`src/source/rv_pkg.sv`:
```
package rv_pkg;

    typedef logic [63:0] xlen_t;
    typedef logic [31:0] inst_t;
    typedef logic [4:0]  reg_addr_t;

    localparam int IMEM_WORDS = 64;
    localparam int IMEM_AW    = 6;
    localparam int DMEM_WORDS = 32;
    localparam int DMEM_AW    = 5;

    // Major opcodes of the supported subset.
    localparam logic [6:0] OPC_OP_IMM = 7'b0010011;
    localparam logic [6:0] OPC_OP     = 7'b0110011;
    localparam logic [6:0] OPC_LUI    = 7'b0110111;
    localparam logic [6:0] OPC_LOAD   = 7'b0000011;
    localparam logic [6:0] OPC_STORE  = 7'b0100011;
    localparam logic [6:0] OPC_BRANCH = 7'b1100011;
    localparam logic [6:0] OPC_JAL    = 7'b1101111;

    typedef enum logic [2:0] {
        ALU_ADD,
        ALU_SUB,
        ALU_AND,
        ALU_OR,
        ALU_XOR,
        ALU_SLT,
        ALU_PASS_B
    } alu_op_e;

    typedef enum logic [1:0] {
        WB_ALU,
        WB_MEM,
        WB_PC4
    } wb_sel_e;

    typedef enum logic [1:0] {
        BR_NONE,
        BR_BEQ,
        BR_BNE,
        BR_JAL
    } br_kind_e;

    // An all-zero dec_t is a no-op.
    typedef struct packed {
        alu_op_e   alu_op;
        logic      use_imm;
        xlen_t     imm;
        reg_addr_t rs1;
        reg_addr_t rs2;
        reg_addr_t rd;
        logic      write_rd;
        logic      mem_read;
        logic      mem_write;
        wb_sel_e   wb_sel;
        br_kind_e  br_kind;
    } dec_t;

    typedef struct packed {
        dec_t  dec;
        xlen_t pc;
    } id_ex_t;

    typedef struct packed {
        xlen_t     alu_res;
        xlen_t     store_data;
        reg_addr_t rd;
        logic      write_rd;
        logic      mem_read;
        logic      mem_write;
        wb_sel_e   wb_sel;
        xlen_t     pc;
    } ex_me_t;

    typedef struct packed {
        xlen_t     data;
        reg_addr_t rd;
        logic      write_rd;
    } me_wb_t;

endpackage
```
`src/source/rv_hazard.sv`:
```
module rv_hazard (
    input  rv_pkg::dec_t   id_dec,
    input  rv_pkg::id_ex_t ex_stage,
    input  rv_pkg::ex_me_t me_stage,
    input  rv_pkg::me_wb_t wb_stage,
    input  rv_pkg::xlen_t  me_data,
    input  rv_pkg::xlen_t  rf_rs1,
    input  rv_pkg::xlen_t  rf_rs2,
    input  logic           taken,
    output rv_pkg::xlen_t  fwd_rs1,
    output rv_pkg::xlen_t  fwd_rs2,
    output logic           bubble,
    output logic           flush
);
    import rv_pkg::*;

    // Youngest producer wins.
    function automatic xlen_t pick(input reg_addr_t rs, input xlen_t rf_val);
        if (me_stage.write_rd && me_stage.rd == rs) begin
            return me_data;
        end else if (wb_stage.write_rd && wb_stage.rd == rs) begin
            return wb_stage.data;
        end
        return rf_val;
    endfunction

    always_comb begin
        fwd_rs1 = pick(ex_stage.dec.rs1, rf_rs1);
        fwd_rs2 = pick(ex_stage.dec.rs2, rf_rs2);
    end

    assign bubble = ex_stage.dec.mem_read && ex_stage.dec.write_rd &&
                    (id_dec.rs1 == ex_stage.dec.rd || id_dec.rs2 == ex_stage.dec.rd);

    assign flush = taken;

    // A load in execute is never the branch that resolves there.
    always_comb begin
        bubble_flush_a: assert (!(bubble && flush));
    end

endmodule

```
`config.mk`:
```
export PLATFORM = sky130hd
export DESIGN_NAME = rv_hazard
export DESIGN_NICKNAME = d
export VERILOG_FILES = /design/src/source/rv_pkg.sv /design/src/source/rv_hazard.sv
export SDC_FILE = /design/constraint.sdc
export NUM_CORES = 1
export LEC_CHECK = 0
export ABC_AREA = 0
export BUFFER_PORTS_ARGS = -buffer_cell sky130_fd_sc_hd__clkbuf_2
export CAP_MARGIN = 20
export CELL_PAD_IN_SITES_DETAIL_PLACEMENT = 0
export CELL_PAD_IN_SITES_GLOBAL_PLACEMENT = 2
export CORE_AREA = 3 3 323 325
export DETAILED_ROUTE_END_ITERATION = 10
export DIE_AREA = 0 0 326 328
export PLACE_DENSITY_LB_ADDON = 0.25
export SLEW_MARGIN = 15
export SYNTH_ARGS = -nofsm -noshare
export SYNTH_HDL_FRONTEND = slang
export SYNTH_SLANG_ARGS = --single-unit
```
`constraint.sdc`:
```
create_clock -name vclk -period 2.6
set_clock_uncertainty 0.15 [all_clocks]
set_input_delay 0.52 -clock vclk [all_inputs]
set_output_delay 0.52 -clock vclk [all_outputs]
set_load 0.01 [all_outputs]
```
==> run metrics <==
status=finished with violations; violated checks=setup timing; cts hold-fix bufs=0; Comb power frac=100.0%; Synth area leaders=a31oi_1 (20%), or3_1 (20%), nor3_1 (17%); Yosys warnings=0; area delta synth->final=206%; Max Clock Freq=roughly 0.35 GHz; met3 routed wirelength=4990 um; synthesized area=slightly below 0.004 sq mm; WS Path Type=primary input to output pin; Clock Power Share=0%; HP Start=taken; first-pass GRT wire length=75200 um; WL met2=about 31000 um; Antenna Violating Nets Remaining=0; WL final=approximately 65000 um; DP Cell Count=2520; Worst VDD drop=0.0393 mV; share of the synthesized area in the top cell type=a little over 20%; Distinct cells, synth=19; Final Max Tran Viols=0; initial antenna violation count=55; setup TNS=-22.99 ns; fin cells=2574; DRC Markers=0; die width=326 um; Metal-1 WL=27900 um; Vias/cell=approximately 3.2; cell taking the most area after synthesis=a31oi_1; highest metal used=met5; initial core utilization=roughly 3.9%; CP Capture Type=output pin; switching share of power=about 53%; die span in y=approximately 330 um; largest net degree at the start of global routing=37; sequential area share after synthesis=0%; Nets=1908; post-synthesis cell count=728; number of buffers added on ports=424; Leak Pwr=0.00422 uW; Final Hold Fails=0; max_slew headroom=63.2%; final setup vio count=128; GP Congestion=just under 0.8; register area=0 sq um; drt pass-1 iters=5; grt total ovfl=0; Cell Int Power=968 uW; Via Count=8342; RSZ-0062 raised after global routing=true; CLK BUF=0; max cap viols=0; FP Rows=approximately 120; worst slew pin tran=0.548 ns; syn_nets=1437; number of sequential cells=0; mean routed wirelength per cell=25.3 um; clock period minus worst slack=2.87 ns; vias in the first global route=8312; Tcrit/Tclk final=110%; power per cell area=roughly 170 mW/mm^2; DP Wirelength=between 40000 and 50000 um; share of layout cells above drive strength 1=around two thirds; DIE AREA=0.107 sq mm; Hold Path Stages=0; Final WS setup=-0.267 ns; worst path required time=1.93 ns; critical path data arrival time=between 2 and 2.5 ns; Hold Slack=0.890 ns; crit start category=primary input; Switch Pwr=1090 uW; Min-Delay Path Class=primary input to output pin; core footprint=0.102 sq mm; io pins=839; Flop pwr share=0%; initial DRC count=350; GRT Total Usage=between 10% and 20%; Avg Cell Area, Syn=5.41 sq um; Hold Path End=flush; Crit Path Max Fanout=12
[what timing repair did]
item,4_1_cts,5_1_grt
setup buffers,7,19
resized for setup,116,566
gates cloned,6,25
endpoints found under the setup margin,128,128
endpoints found under the hold margin,0,0
pin swaps,48,110
[per-layer routing]
| metal | vias up | GRT usage [%] |
|---|---|---|
| met4 | 30 | 0.501 |
| met1 | 4052 | 13.0 |
| li1 | 3731 | - |
| met5 | - | 0 |
| met3 | 98 | 3.25 |
| met2 | 431 | 17.5 |
[logic make-up (layout without fill, tap and decap cells)]
logic type	after synthesis	after routing	synth area share [%]
buffers and inverters	106	574	11.9
AND/OR/NAND/NOR	335	336	44.7
AO/OA/AOI/OAI	257	257	36.7
XOR/XNOR	30	30	6.67
other	0	9	0
[worst max path at each step]
stage | cells past startpoint | to | from
after floorplan | 7 | fwd_rs1[37] | ex_stage[83]
after global placement | 8 | fwd_rs1[8] | ex_stage[83]
after detailed placement | 8 | fwd_rs1[13] | wb_stage[1]
after CTS | 9 | fwd_rs1[15] | ex_stage[83]
after global routing | 9 | fwd_rs1[36] | wb_stage[3]
final | 9 | fwd_rs1[36] | wb_stage[3]
[worst max-delay path: stages]
cell	delay [ns]
buf_12	0.12
xnor2_4	0.16
nand4_1	0.12
buf_6	0.15
buf_12	0.17
buf_12	0.16
or3_1	0.38
a31oi_2	0.22
buf_2	0.17
[through the flow]
stage | total power [uW] | area [sq um] | util [%] | setup WS (ns)
5_1_grt | 2200 | 12000 | 11.8 | -0.338
3_3_place_gp | 1530 | 8540 | 8.40 | -0.590
3_5_place_dp | 1510 | 8540 | 8.40 | -0.608
4_1_cts | 1650 | 9280 | 9.13 | -0.370
2_1_floorplan | 528 | 3940 | - | 0.142
6_report | 2060 | 12000 | 11.8 | -0.267
[synthesized netlist by cell type, drive strengths merged]
master    n
nor3    130
nand3     2
a21oi     1
nand2b    2
nand2    67
or2       2
buf      17
a31oi   128
or3     128
clkbuf   89
nand4     4
o21ai   128
xnor2    22
xor2      8
[power groups by stage]
stage | combinational [uW] | clock [uW] | sequential, uW
after floorplan | 528 | 0 | 0
after global routing | 2200 | 0.000214 | 0
final | 2060 | 0.000136 | 0
after global placement | 1530 | 0 | 0
after CTS | 1650 | 0 | 0
after detailed placement | 1510 | 0 | 0
[placed cells by master, fill, tap and decap left out]
cell type  count
clkbuf_2     283
nor3_1       100
buf_6         90
buf_4         74
a31oi_4       71
or3_4         66
nand2_1       65
or3_1         62
o21ai_1       55
o21ai_0       51
buf_2         48
a31oi_1       38
buf_12        36
nor3_2        30
o21ai_2       20
a31oi_2       19
clkbuf_16     18
buf_8         14
xnor2_2       11
diode_2        9
xnor2_1        9
xor2_1         6
buf_16         5
nand4_1        4
or2_4          3
bufbuf_16      3
xnor2_4        2
xor2_4         2
nand2b_4       2
nand2_4        2
o21ai_4        2
nand3_1        2
clkbuf_8       2
a21oi_1        1
clkbuf_4       1
[cell type report]
type                            instances  area (sq um)
Fill cell                           11829         89700
Antenna cell                            9          22.5
Tap cell                             1368          1710
Multi-Input combinational cell        623          5440
Timing Repair Buffer                  574          4880
Power figures use the tool's default switching activity.
