**src/source/rv_pkg.sv**
```systemverilog
package rv_pkg;

    typedef logic [63:0] xlen_t;
    typedef logic [31:0] inst_t;
    typedef logic [4:0]  reg_addr_t;

    localparam int IMEM_WORDS = 64;
    localparam int IMEM_AW    = 6;
    localparam int DMEM_WORDS = 32;
    localparam int DMEM_AW    = 5;

    // Major opcodes of the supported subset.
    localparam logic [6:0] OPC_OP_IMM = 7'b0010011;
    localparam logic [6:0] OPC_OP     = 7'b0110011;
    localparam logic [6:0] OPC_LUI    = 7'b0110111;
    localparam logic [6:0] OPC_LOAD   = 7'b0000011;
    localparam logic [6:0] OPC_STORE  = 7'b0100011;
    localparam logic [6:0] OPC_BRANCH = 7'b1100011;
    localparam logic [6:0] OPC_JAL    = 7'b1101111;

    typedef enum logic [2:0] {
        ALU_ADD,
        ALU_SUB,
        ALU_AND,
        ALU_OR,
        ALU_XOR,
        ALU_SLT,
        ALU_PASS_B
    } alu_op_e;

    typedef enum logic [1:0] {
        WB_ALU,
        WB_MEM,
        WB_PC4
    } wb_sel_e;

    typedef enum logic [1:0] {
        BR_NONE,
        BR_BEQ,
        BR_BNE,
        BR_JAL
    } br_kind_e;

    // An all-zero dec_t is a no-op.
    typedef struct packed {
        alu_op_e   alu_op;
        logic      use_imm;
        xlen_t     imm;
        reg_addr_t rs1;
        reg_addr_t rs2;
        reg_addr_t rd;
        logic      write_rd;
        logic      mem_read;
        logic      mem_write;
        wb_sel_e   wb_sel;
        br_kind_e  br_kind;
    } dec_t;

    typedef struct packed {
        dec_t  dec;
        xlen_t pc;
    } id_ex_t;

    typedef struct packed {
        xlen_t     alu_res;
        xlen_t     store_data;
        reg_addr_t rd;
        logic      write_rd;
        logic      mem_read;
        logic      mem_write;
        wb_sel_e   wb_sel;
        xlen_t     pc;
    } ex_me_t;

    typedef struct packed {
        xlen_t     data;
        reg_addr_t rd;
        logic      write_rd;
    } me_wb_t;

endpackage
```
**src/source/rv_execute.sv**
```systemverilog
module rv_execute (
    input  rv_pkg::id_ex_t stage,
    input  rv_pkg::xlen_t  rs1_val,
    input  rv_pkg::xlen_t  rs2_val,
    output rv_pkg::ex_me_t result,
    output logic           taken,
    output rv_pkg::xlen_t  target
);
    import rv_pkg::*;

    xlen_t op_b;
    xlen_t alu_res;
    logic  equal;

    assign op_b  = stage.dec.use_imm ? stage.dec.imm : rs2_val;
    assign equal = (rs1_val == rs2_val);

    always_comb begin
        case (stage.dec.alu_op)
            ALU_ADD:    alu_res = rs1_val + op_b;
            ALU_SUB:    alu_res = rs1_val - op_b;
            ALU_AND:    alu_res = rs1_val & op_b;
            ALU_OR:     alu_res = rs1_val | op_b;
            ALU_XOR:    alu_res = rs1_val ^ op_b;
            ALU_SLT:    alu_res = xlen_t'($signed(rs1_val) < $signed(op_b));
            ALU_PASS_B: alu_res = op_b;
            default:    alu_res = rs1_val + op_b;
        endcase
    end

    always_comb begin
        case (stage.dec.br_kind)
            BR_BEQ:  taken = equal;
            BR_BNE:  taken = !equal;
            BR_JAL:  taken = 1'b1;
            default: taken = 1'b0;
        endcase
    end

    // Both branch and jal targets are pc relative.
    assign target = stage.pc + stage.dec.imm;

    assign result.alu_res    = alu_res;
    assign result.store_data = rs2_val;
    assign result.rd         = stage.dec.rd;
    assign result.write_rd   = stage.dec.write_rd;
    assign result.mem_read   = stage.dec.mem_read;
    assign result.mem_write  = stage.dec.mem_write;
    assign result.wb_sel     = stage.dec.wb_sel;
    assign result.pc         = stage.pc;

endmodule

```
**config.mk**
```make
export PLATFORM = sky130hd
export DESIGN_NAME = rv_execute
export DESIGN_NICKNAME = d
export VERILOG_FILES = /design/src/source/rv_pkg.sv /design/src/source/rv_execute.sv
export SDC_FILE = /design/constraint.sdc
export NUM_CORES = 1
export LEC_CHECK = 0
export ABC_AREA = 1
export BUFFER_PORTS_ARGS = -buffer_cell sky130_fd_sc_hd__buf_2
export CAP_MARGIN = 20
export CORE_MARGIN = 2
export CORE_UTILIZATION = 45
export DETAILED_ROUTE_END_ITERATION = 12
export MAX_ROUTING_LAYER = met4
export PLACE_DENSITY = 0.73
export SLEW_MARGIN = 20
export SYNTH_ARGS = -nofsm -noshare
export SYNTH_HDL_FRONTEND = slang
export SYNTH_SLANG_ARGS = --single-unit
```
**constraint.sdc**
```tcl
create_clock -name vclk -period 6
set_input_delay 1.2 -clock vclk [all_inputs]
set_output_delay 1.2 -clock vclk [all_outputs]
set_load 0.05 [all_outputs]
```
==> impl_metrics.toml <==
[run_status]
status = "finished clean"

[die]
core_area_um2 = 45580
die_width_um = 219.4
die_area_um2 = 48150
start_util_pct = 45.83
ioPinCount = 549
rows = 78
die_h_um = 219.4

[detailed_routing]
first_iter_violations = 3406
viasPerCell = 5.802
wl_per_cell_um = 23.05
vias = 28814
route.final.wire_length_mm = 114.5
postRouteAntennaNets = 0
first_pass_iters = 7
routed-wl-met3_mm = 14.50
met2_length_mm = 48.46
wl_met1_mm = 45.34
top_layer = "met4"
drc = 0

[logic_synthesis]
synth_top_area_share_pct = 19.41
seq_area_frac_synth_pct = 0
synth_compound_area_share_pct = 20.04
netlist_instances = 4001
ys_warn_count = 0
synth_top_family_by_area = "simple AND/OR/NAND/NOR gates"
syn_nets = 4543
synth.most_common_cell = "nand2_1"
synth_mux_area_share_pct = 0
synth.distinct_cells = 58
synthesis.area_um2 = 20890
synthTopCellsByArea = "nand2_1 (19%), ha_1 (15%), inv_1 (12%)"
yosys.area_share.simple_pct = 39.06
synth.largest_area_cell = "nand2_1"
syn_area_per_cell_um2 = 5.220
synthAdderAreaFrac_pct = 15.68
synth_xor_area_share_pct = 5.284
synth_commonest_cells = "nand2_1 (1080), inv_1 (681), nor2_1 (418)"

[final_layout]
fin_cells = 4966
seq_cells = 0
nClkBuffers = 0
area_delta_synth_final_pct = 15.28
layout-drive-gt1-share_pct = 15.63
final_nets = 4902
area.sequential_um2 = 0

[job]
cap_viol_max_count = 0

[global_route]
grt_max_degree = 54
grt_pass1_vias = 25973
antenna_found_initial = 7
grt_usage_pct = 46.66
grt_pass1_wl_mm = 161.1
gr-total-overflow = 0

[worst_hold_path]
hold_path_end = "result[68]"
hold_depth = 0
hold_start = "stage[70]"
hold_class = "in -> out"

[worst_setup_path]
cp.required_ns = 4.80
cp.buffers_inverters = 8
cpPeakStageDelay_ns = 0.42
crit_chain = "buf_2 > inv_2 > buf_4 > or2_2 > o21ai_0 > inv_1 > ha_1 > inv_1 > fa_1 > inv_1 > nand3_1 > nand2_1 > nand2_1 > nand3_2 > inv_1 > o21bai_1 > nand2_1 > nand3_1 > nand2_1 > nand3_1 > nand3_1 > buf_12"
cp-start-kind = "input port"
crit_start = "stage[150]"
critPathArrivalTime_ns = 4.67
criticalPathCategory = "in -> out"
worst_setup_path_end_kind = "output pin"
slowest_stage = "fa_1"
critical_path.top_delay_family = "simple AND/OR/NAND/NOR gates"
cp_max_fo = 13

[timing]
fin_tns_setup_ns = 0
max_freq_mhz = 170.4
finalSetupViolations = 0
worst_slew_pin_slew_ns = 0.9063
slew_headroom_pct = 39.58
rsz0062_at_grt = "no"
period_share_pct = 97.84
hold_slack_ns = 2.400
fin_crit_ns = 5.870
maxSlewViolCount = 0
hold_violations = 0

[placement]
dp_hpwl_mm = 99.99
routabilityCongestion = 1.081
io_buffers = 519
placed_cells = 4958

[power_and_ir_drop]
vdd_drop_max_mv = 0.3991
p_leak_nw = 13.03
power_density_nw_per_um2 = 161.2

[clock_tree]
holdBufCountCts = 0
==> what timing repair did <==
action,in CTS,in global routing
setup buffers,0,0
endpoints found under the setup margin,0,12
gates resized for setup,0,10
==> logic make-up after synthesis <==
| group | Yosys count |
|---|---|
| AO/OA/AOI/OAI | 732 |
| XOR/XNOR | 126 |
| adder cells (fa/ha/maj) | 260 |
| buffers and inverters | 932 |
| AND/OR/NAND/NOR | 1951 |
==> layout by cell type (no fill, tap or decap), types with 4 or more instances in the layout <==
cell	netlist	routed
a31oi_1	10	10
a21o_1	15	15
a211oi_1	6	6
nor4_1	15	15
or2_2	34	34
xnor2_1	67	67
o221ai_1	7	7
nor3_1	32	32
a21oi_1	311	310
nor2_2	6	6
nor2_1	418	418
o21ai_1	14	18
nand3_1	261	261
nand4_1	66	66
ha_1	257	254
o2111ai_1	7	7
inv_2	15	16
xor2_1	59	59
nor3_2	6	4
a221oi_1	38	38
nand2_2	7	9
buf_12	0	53
o21bai_1	38	38
o21a_1	7	7
nand3b_1	11	11
diode_2	0	8
o21ai_0	214	210
o211ai_1	6	6
inv_1	681	680
o22ai_1	40	40
buf_2	30	469
a21oi_2	4	5
buf_4	154	69
and2_1	5	5
nand2_1	1080	1078
==> cell type report <==
cell class	instances	area, um2
diodes	8	20.02
fillers	5063	21500
inverters	698	2620
multi-input cells	3069	16760
well taps	600	750.7
repair buffers	591	3926
==> per-layer routing <==
metal / vias to the layer above / GRT usage [%]
li1: 13433 / -
met1: 13167 / 58.58
met2: 1899 / 70.44
met3: 315 / 11.63
met4: 0 / 20.43
met5: - / -
==> how the worst max path moves through the flow <==
stage | end | slack, ns | cells past startpoint
floorplan | result[141] | 0.29 | 9
global placement | result[199] | 0.23 | 18
detailed placement | result[199] | 0.17 | 18
CTS | result[199] | 0.17 | 18
global route | result[191] | 0.01 | 19
finish | result[186] | 0.13 | 22
==> per-stage QoR <==
step / util (%) / setup WS (ns) / power [mW] / area, um2
2_1_floorplan: - / 0.2928 / 2.423 / 20890
4_1_cts: 52.75 / 0.1737 / 3.752 / 24040
3_3_place_gp: 52.75 / 0.2333 / 3.736 / 24040
5_1_grt: 52.82 / 0.009744 / 4.064 / 24070
6_report: 52.83 / 0.1299 / 3.881 / 24080
3_5_place_dp: 52.75 / 0.1662 / 3.741 / 24040
==> where the power goes <==
group          internal, mW  switching (mW)   total (mW)
Sequential                0               0            0
Combinational          1.10            2.78         3.88
Clock           0.000000152               0  0.000000152
Total                  1.10            2.78         3.88
Note: power is estimated with default switching activity, not from simulation.
