`config.mk`:
```
export PLATFORM = sky130hd
export DESIGN_NAME = rv_decoder
export DESIGN_NICKNAME = d
export VERILOG_FILES = /design/src/source/rv_pkg.sv /design/src/source/rv_decoder.sv
export SDC_FILE = /design/constraint.sdc
export NUM_CORES = 1
export LEC_CHECK = 0
export BUFFER_PORTS_ARGS = -buffer_cell sky130_fd_sc_hd__buf_2
export CORE_UTILIZATION = 37
export DETAILED_ROUTE_END_ITERATION = 7
export PLACE_DENSITY_LB_ADDON = 0.15
export SYNTH_ARGS = -nofsm -noshare
export SYNTH_HDL_FRONTEND = slang
export SYNTH_SLANG_ARGS = --single-unit
```
`constraint.sdc`:
```
create_clock -name vclk -period 3.16
set_input_delay 0.474 -clock vclk [all_inputs]
set_output_delay 0.474 -clock vclk [all_outputs]
set_load 0.05 [all_outputs]
```
`src/source/rv_pkg.sv`:
```
package rv_pkg;

    typedef logic [63:0] xlen_t;
    typedef logic [31:0] inst_t;
    typedef logic [4:0]  reg_addr_t;

    localparam int IMEM_WORDS = 64;
    localparam int IMEM_AW    = 6;
    localparam int DMEM_WORDS = 32;
    localparam int DMEM_AW    = 5;

    // Major opcodes of the supported subset.
    localparam logic [6:0] OPC_OP_IMM = 7'b0010011;
    localparam logic [6:0] OPC_OP     = 7'b0110011;
    localparam logic [6:0] OPC_LUI    = 7'b0110111;
    localparam logic [6:0] OPC_LOAD   = 7'b0000011;
    localparam logic [6:0] OPC_STORE  = 7'b0100011;
    localparam logic [6:0] OPC_BRANCH = 7'b1100011;
    localparam logic [6:0] OPC_JAL    = 7'b1101111;

    typedef enum logic [2:0] {
        ALU_ADD,
        ALU_SUB,
        ALU_AND,
        ALU_OR,
        ALU_XOR,
        ALU_SLT,
        ALU_PASS_B
    } alu_op_e;

    typedef enum logic [1:0] {
        WB_ALU,
        WB_MEM,
        WB_PC4
    } wb_sel_e;

    typedef enum logic [1:0] {
        BR_NONE,
        BR_BEQ,
        BR_BNE,
        BR_JAL
    } br_kind_e;

    // An all-zero dec_t is a no-op.
    typedef struct packed {
        alu_op_e   alu_op;
        logic      use_imm;
        xlen_t     imm;
        reg_addr_t rs1;
        reg_addr_t rs2;
        reg_addr_t rd;
        logic      write_rd;
        logic      mem_read;
        logic      mem_write;
        wb_sel_e   wb_sel;
        br_kind_e  br_kind;
    } dec_t;

    typedef struct packed {
        dec_t  dec;
        xlen_t pc;
    } id_ex_t;

    typedef struct packed {
        xlen_t     alu_res;
        xlen_t     store_data;
        reg_addr_t rd;
        logic      write_rd;
        logic      mem_read;
        logic      mem_write;
        wb_sel_e   wb_sel;
        xlen_t     pc;
    } ex_me_t;

    typedef struct packed {
        xlen_t     data;
        reg_addr_t rd;
        logic      write_rd;
    } me_wb_t;

endpackage
```
`src/source/rv_decoder.sv`:
```
module rv_decoder (
    input  rv_pkg::inst_t inst,
    output rv_pkg::dec_t  dec
);
    import rv_pkg::*;

    logic [6:0] opcode;
    logic [2:0] funct3;
    logic [6:0] funct7;
    xlen_t      imm_i;
    xlen_t      imm_s;
    xlen_t      imm_b;
    xlen_t      imm_u;
    xlen_t      imm_j;

    assign opcode = inst[6:0];
    assign funct3 = inst[14:12];
    assign funct7 = inst[31:25];

    assign imm_i = {{52{inst[31]}}, inst[31:20]};
    assign imm_s = {{52{inst[31]}}, inst[31:25], inst[11:7]};
    assign imm_b = {{51{inst[31]}}, inst[31], inst[7], inst[30:25], inst[11:8], 1'b0};
    assign imm_u = {{32{inst[31]}}, inst[31:12], 12'b0};
    assign imm_j = {{43{inst[31]}}, inst[31], inst[19:12], inst[20], inst[30:21], 1'b0};

    // Unused source fields stay zero, so they never match a destination.
    always_comb begin
        dec = '0;
        case (opcode)
            OPC_OP_IMM: begin
                if (funct3 == 3'b000) begin
                    dec.use_imm  = 1'b1;
                    dec.imm      = imm_i;
                    dec.rs1      = inst[19:15];
                    dec.rd       = inst[11:7];
                    dec.write_rd = 1'b1;
                end
            end
            OPC_OP: begin
                dec.rs1      = inst[19:15];
                dec.rs2      = inst[24:20];
                dec.rd       = inst[11:7];
                dec.write_rd = 1'b1;
                case ({funct7, funct3})
                    {7'b0000000, 3'b000}: dec.alu_op = ALU_ADD;
                    {7'b0100000, 3'b000}: dec.alu_op = ALU_SUB;
                    {7'b0000000, 3'b111}: dec.alu_op = ALU_AND;
                    {7'b0000000, 3'b110}: dec.alu_op = ALU_OR;
                    {7'b0000000, 3'b100}: dec.alu_op = ALU_XOR;
                    {7'b0000000, 3'b010}: dec.alu_op = ALU_SLT;
                    default:              dec = '0;
                endcase
            end
            OPC_LUI: begin
                dec.alu_op   = ALU_PASS_B;
                dec.use_imm  = 1'b1;
                dec.imm      = imm_u;
                dec.rd       = inst[11:7];
                dec.write_rd = 1'b1;
            end
            OPC_LOAD: begin
                if (funct3 == 3'b011) begin
                    dec.use_imm  = 1'b1;
                    dec.imm      = imm_i;
                    dec.rs1      = inst[19:15];
                    dec.rd       = inst[11:7];
                    dec.write_rd = 1'b1;
                    dec.mem_read = 1'b1;
                    dec.wb_sel   = WB_MEM;
                end
            end
            OPC_STORE: begin
                if (funct3 == 3'b011) begin
                    dec.use_imm   = 1'b1;
                    dec.imm       = imm_s;
                    dec.rs1       = inst[19:15];
                    dec.rs2       = inst[24:20];
                    dec.mem_write = 1'b1;
                end
            end
            OPC_BRANCH: begin
                if (funct3 == 3'b000 || funct3 == 3'b001) begin
                    dec.alu_op  = ALU_SUB;
                    dec.imm     = imm_b;
                    dec.rs1     = inst[19:15];
                    dec.rs2     = inst[24:20];
                    dec.br_kind = funct3[0] ? BR_BNE : BR_BEQ;
                end
            end
            OPC_JAL: begin
                dec.imm      = imm_j;
                dec.rd       = inst[11:7];
                dec.write_rd = 1'b1;
                dec.wb_sel   = WB_PC4;
                dec.br_kind  = BR_JAL;
            end
            default: dec = '0;
        endcase
        // Writes to x0 are dropped here and nowhere else.
        if (dec.rd == '0) begin
            dec.write_rd = 1'b0;
        end
    end

endmodule

```
==> results.txt <==
peak supply drop: 0.0000386 V
final net count: 280
final hold viol count: 0
syn_nets: 193
pin count of the biggest net entering global routing: 34
global route overflow: 0
setup bufs post-CTS: 0
drt total wl: 3.59 mm
vias in the first global route: 1145
# port buffers: 122
Die ar.: 3320 µm²
Crit Path Category: input pin to output port
row cnt: 19
final antenna-violating net count: 0
crit path time final: 2880 ps
DPL Wire Length: 2.95 mm
post-CTS resize count: 0
fill cell count: 325
CTS Hold Bufs: 0
Layout Area Growth over Synthesis: 33.9%
DR vias: 1460
status: finished, violations left
f_max: 348 MHz
first-pass GRT wire length: 5.55 mm
initial antenna violation count: 0
GRT Util Overall: 0.201
sequential-to-total area share from yosys stat: 0
Syn. warnings: 0
Final setup viols: 0
Rel. slew slack: 0.552
required time worst endpoint: 2690 ps
drt pass-1 iters: 6
FF/Latch Area: 0 µm²
Mean Syn Cell Area: 7.10 µm²
RSZ-0062 raised after global routing: no
WP data arrival: 2400 ps
Via density: 5.27
synth unique cells: 45
Overall Power: 0.000112 W
Worst Path Max Fanout: 33
Antenna Cells: 0
routability cong.: 0.814
startpoint types: input pin
top cells by area, synth: buf_4 22%, a21o_1 13%, a22o_1 3.8%
FFs & Latches: 0
clock buffer count: 0
Worst-Margin Slew: 668 ps
sum of negative setup slack: 0 ps
DRC: 4
Cell Pwr Density: 73.4 nW/µm²
failing checks: design-rule violations
initial core utilization: 0.401
Die X: 57.6 µm
cell count after synthesis: 161
Min-Delay Path Class: input pin to output port
most common cell after layout, fill and taps aside: buf_2
DR iter-0 viols: 85
Mapped Area: 1140 µm²
critical path capture point type: output port
most frequent cells in the layout: 122 x buf_2, 20 x a21o_1, 10 x nand2_1
Avg WL per Cell: 13.0 µm
Tcrit/Tclk final: 0.910
Slew Viols, Final: 0
I/O pins: 122
post-synth top area share: 0.217
cell taking the most area after synthesis: buf_4
Core ar.: 2850 µm²
Die Y: 57.6 µm
layout cells sized above 1: 0.569
Leak Pwr: 1.06 nW
Max Cap Viol: 0
-- Yosys cell counts (2+ instances only) --
master     instances
nand3b_1           4
buf_6              3
and2_1             6
o21ai_1            2
nor4_1             3
or2_1              3
nor2_1             6
nand4b_1           2
or3_1              2
a21o_1            20
nor2b_1            6
nand2_1           10
o22ai_1            2
buf_4             33
a21oi_1            3
a21boi_1           4
nor3_1             7
a22o_1             5
o21ai_0            2
a31oi_1            2
clkbuf_1           3
inv_1              2
nand3_1            3
buf_2              3
o2bb2ai_1          5
-- cell type report --
class,count,area [µm²],share of cell area
repair buffers,127,648,0.423
multi-input cells,117,837,0.547
inverters,2,7.51,0.00490
well taps,31,38.8,0.0253
-- worst max-delay path: stages --
cell,delay [ps]
buf_2,150
or3_1,580
a211oi_4,390
o31a_2,450
buf_2,340
-- final timing paths --
path | cells past startpoint | endpoint | slack, ps | from
worst max-delay path | 5 | dec[74] | 280 | inst[14]
worst min-delay path | 4 | dec[19] | 1350 | inst[17]
-- power by group --
part           internal, W  switching (W)  total, W
clock network            0              0         0
registers                0              0         0
logic            0.0000359      0.0000765  0.000112
total            0.0000359      0.0000765  0.000112
-- kinds of logic (layout without fill, tap and decap cells) --
logic type | count (synthesis) | count (layout) | share of synthesized area
simple gates | 58 | 58 | 0.293
mux | 1 | 1 | 0.00985
compound gates | 57 | 57 | 0.414
buf+inv | 44 | 129 | 0.276
xor+xnor | 1 | 1 | 0.00766
-- routing by layer --
metal,up-vias,GRT usage,share of wire
met5,-,0,0
met4,0,0,0
met3,0,0.00454,0.064
met2,54,0.357,0.48
met1,674,0.288,0.45
li1,732,-,-
-- metrics by stage --
step | util | hold WS, ps | instances | cell area (µm²) | setup WS, ps
after floorplan | - | 1140 | 161 | 1150 | 6.85
after global placement | 0.537 | 1350 | 277 | 1530 | 296
after detailed placement | 0.537 | 1350 | 277 | 1530 | 281
after CTS | 0.537 | 1350 | 277 | 1530 | 277
after global routing | 0.537 | 1380 | 277 | 1530 | 139
final | 0.537 | 1350 | 277 | 1530 | 284
Note: power is estimated with default switching activity, not from simulation.
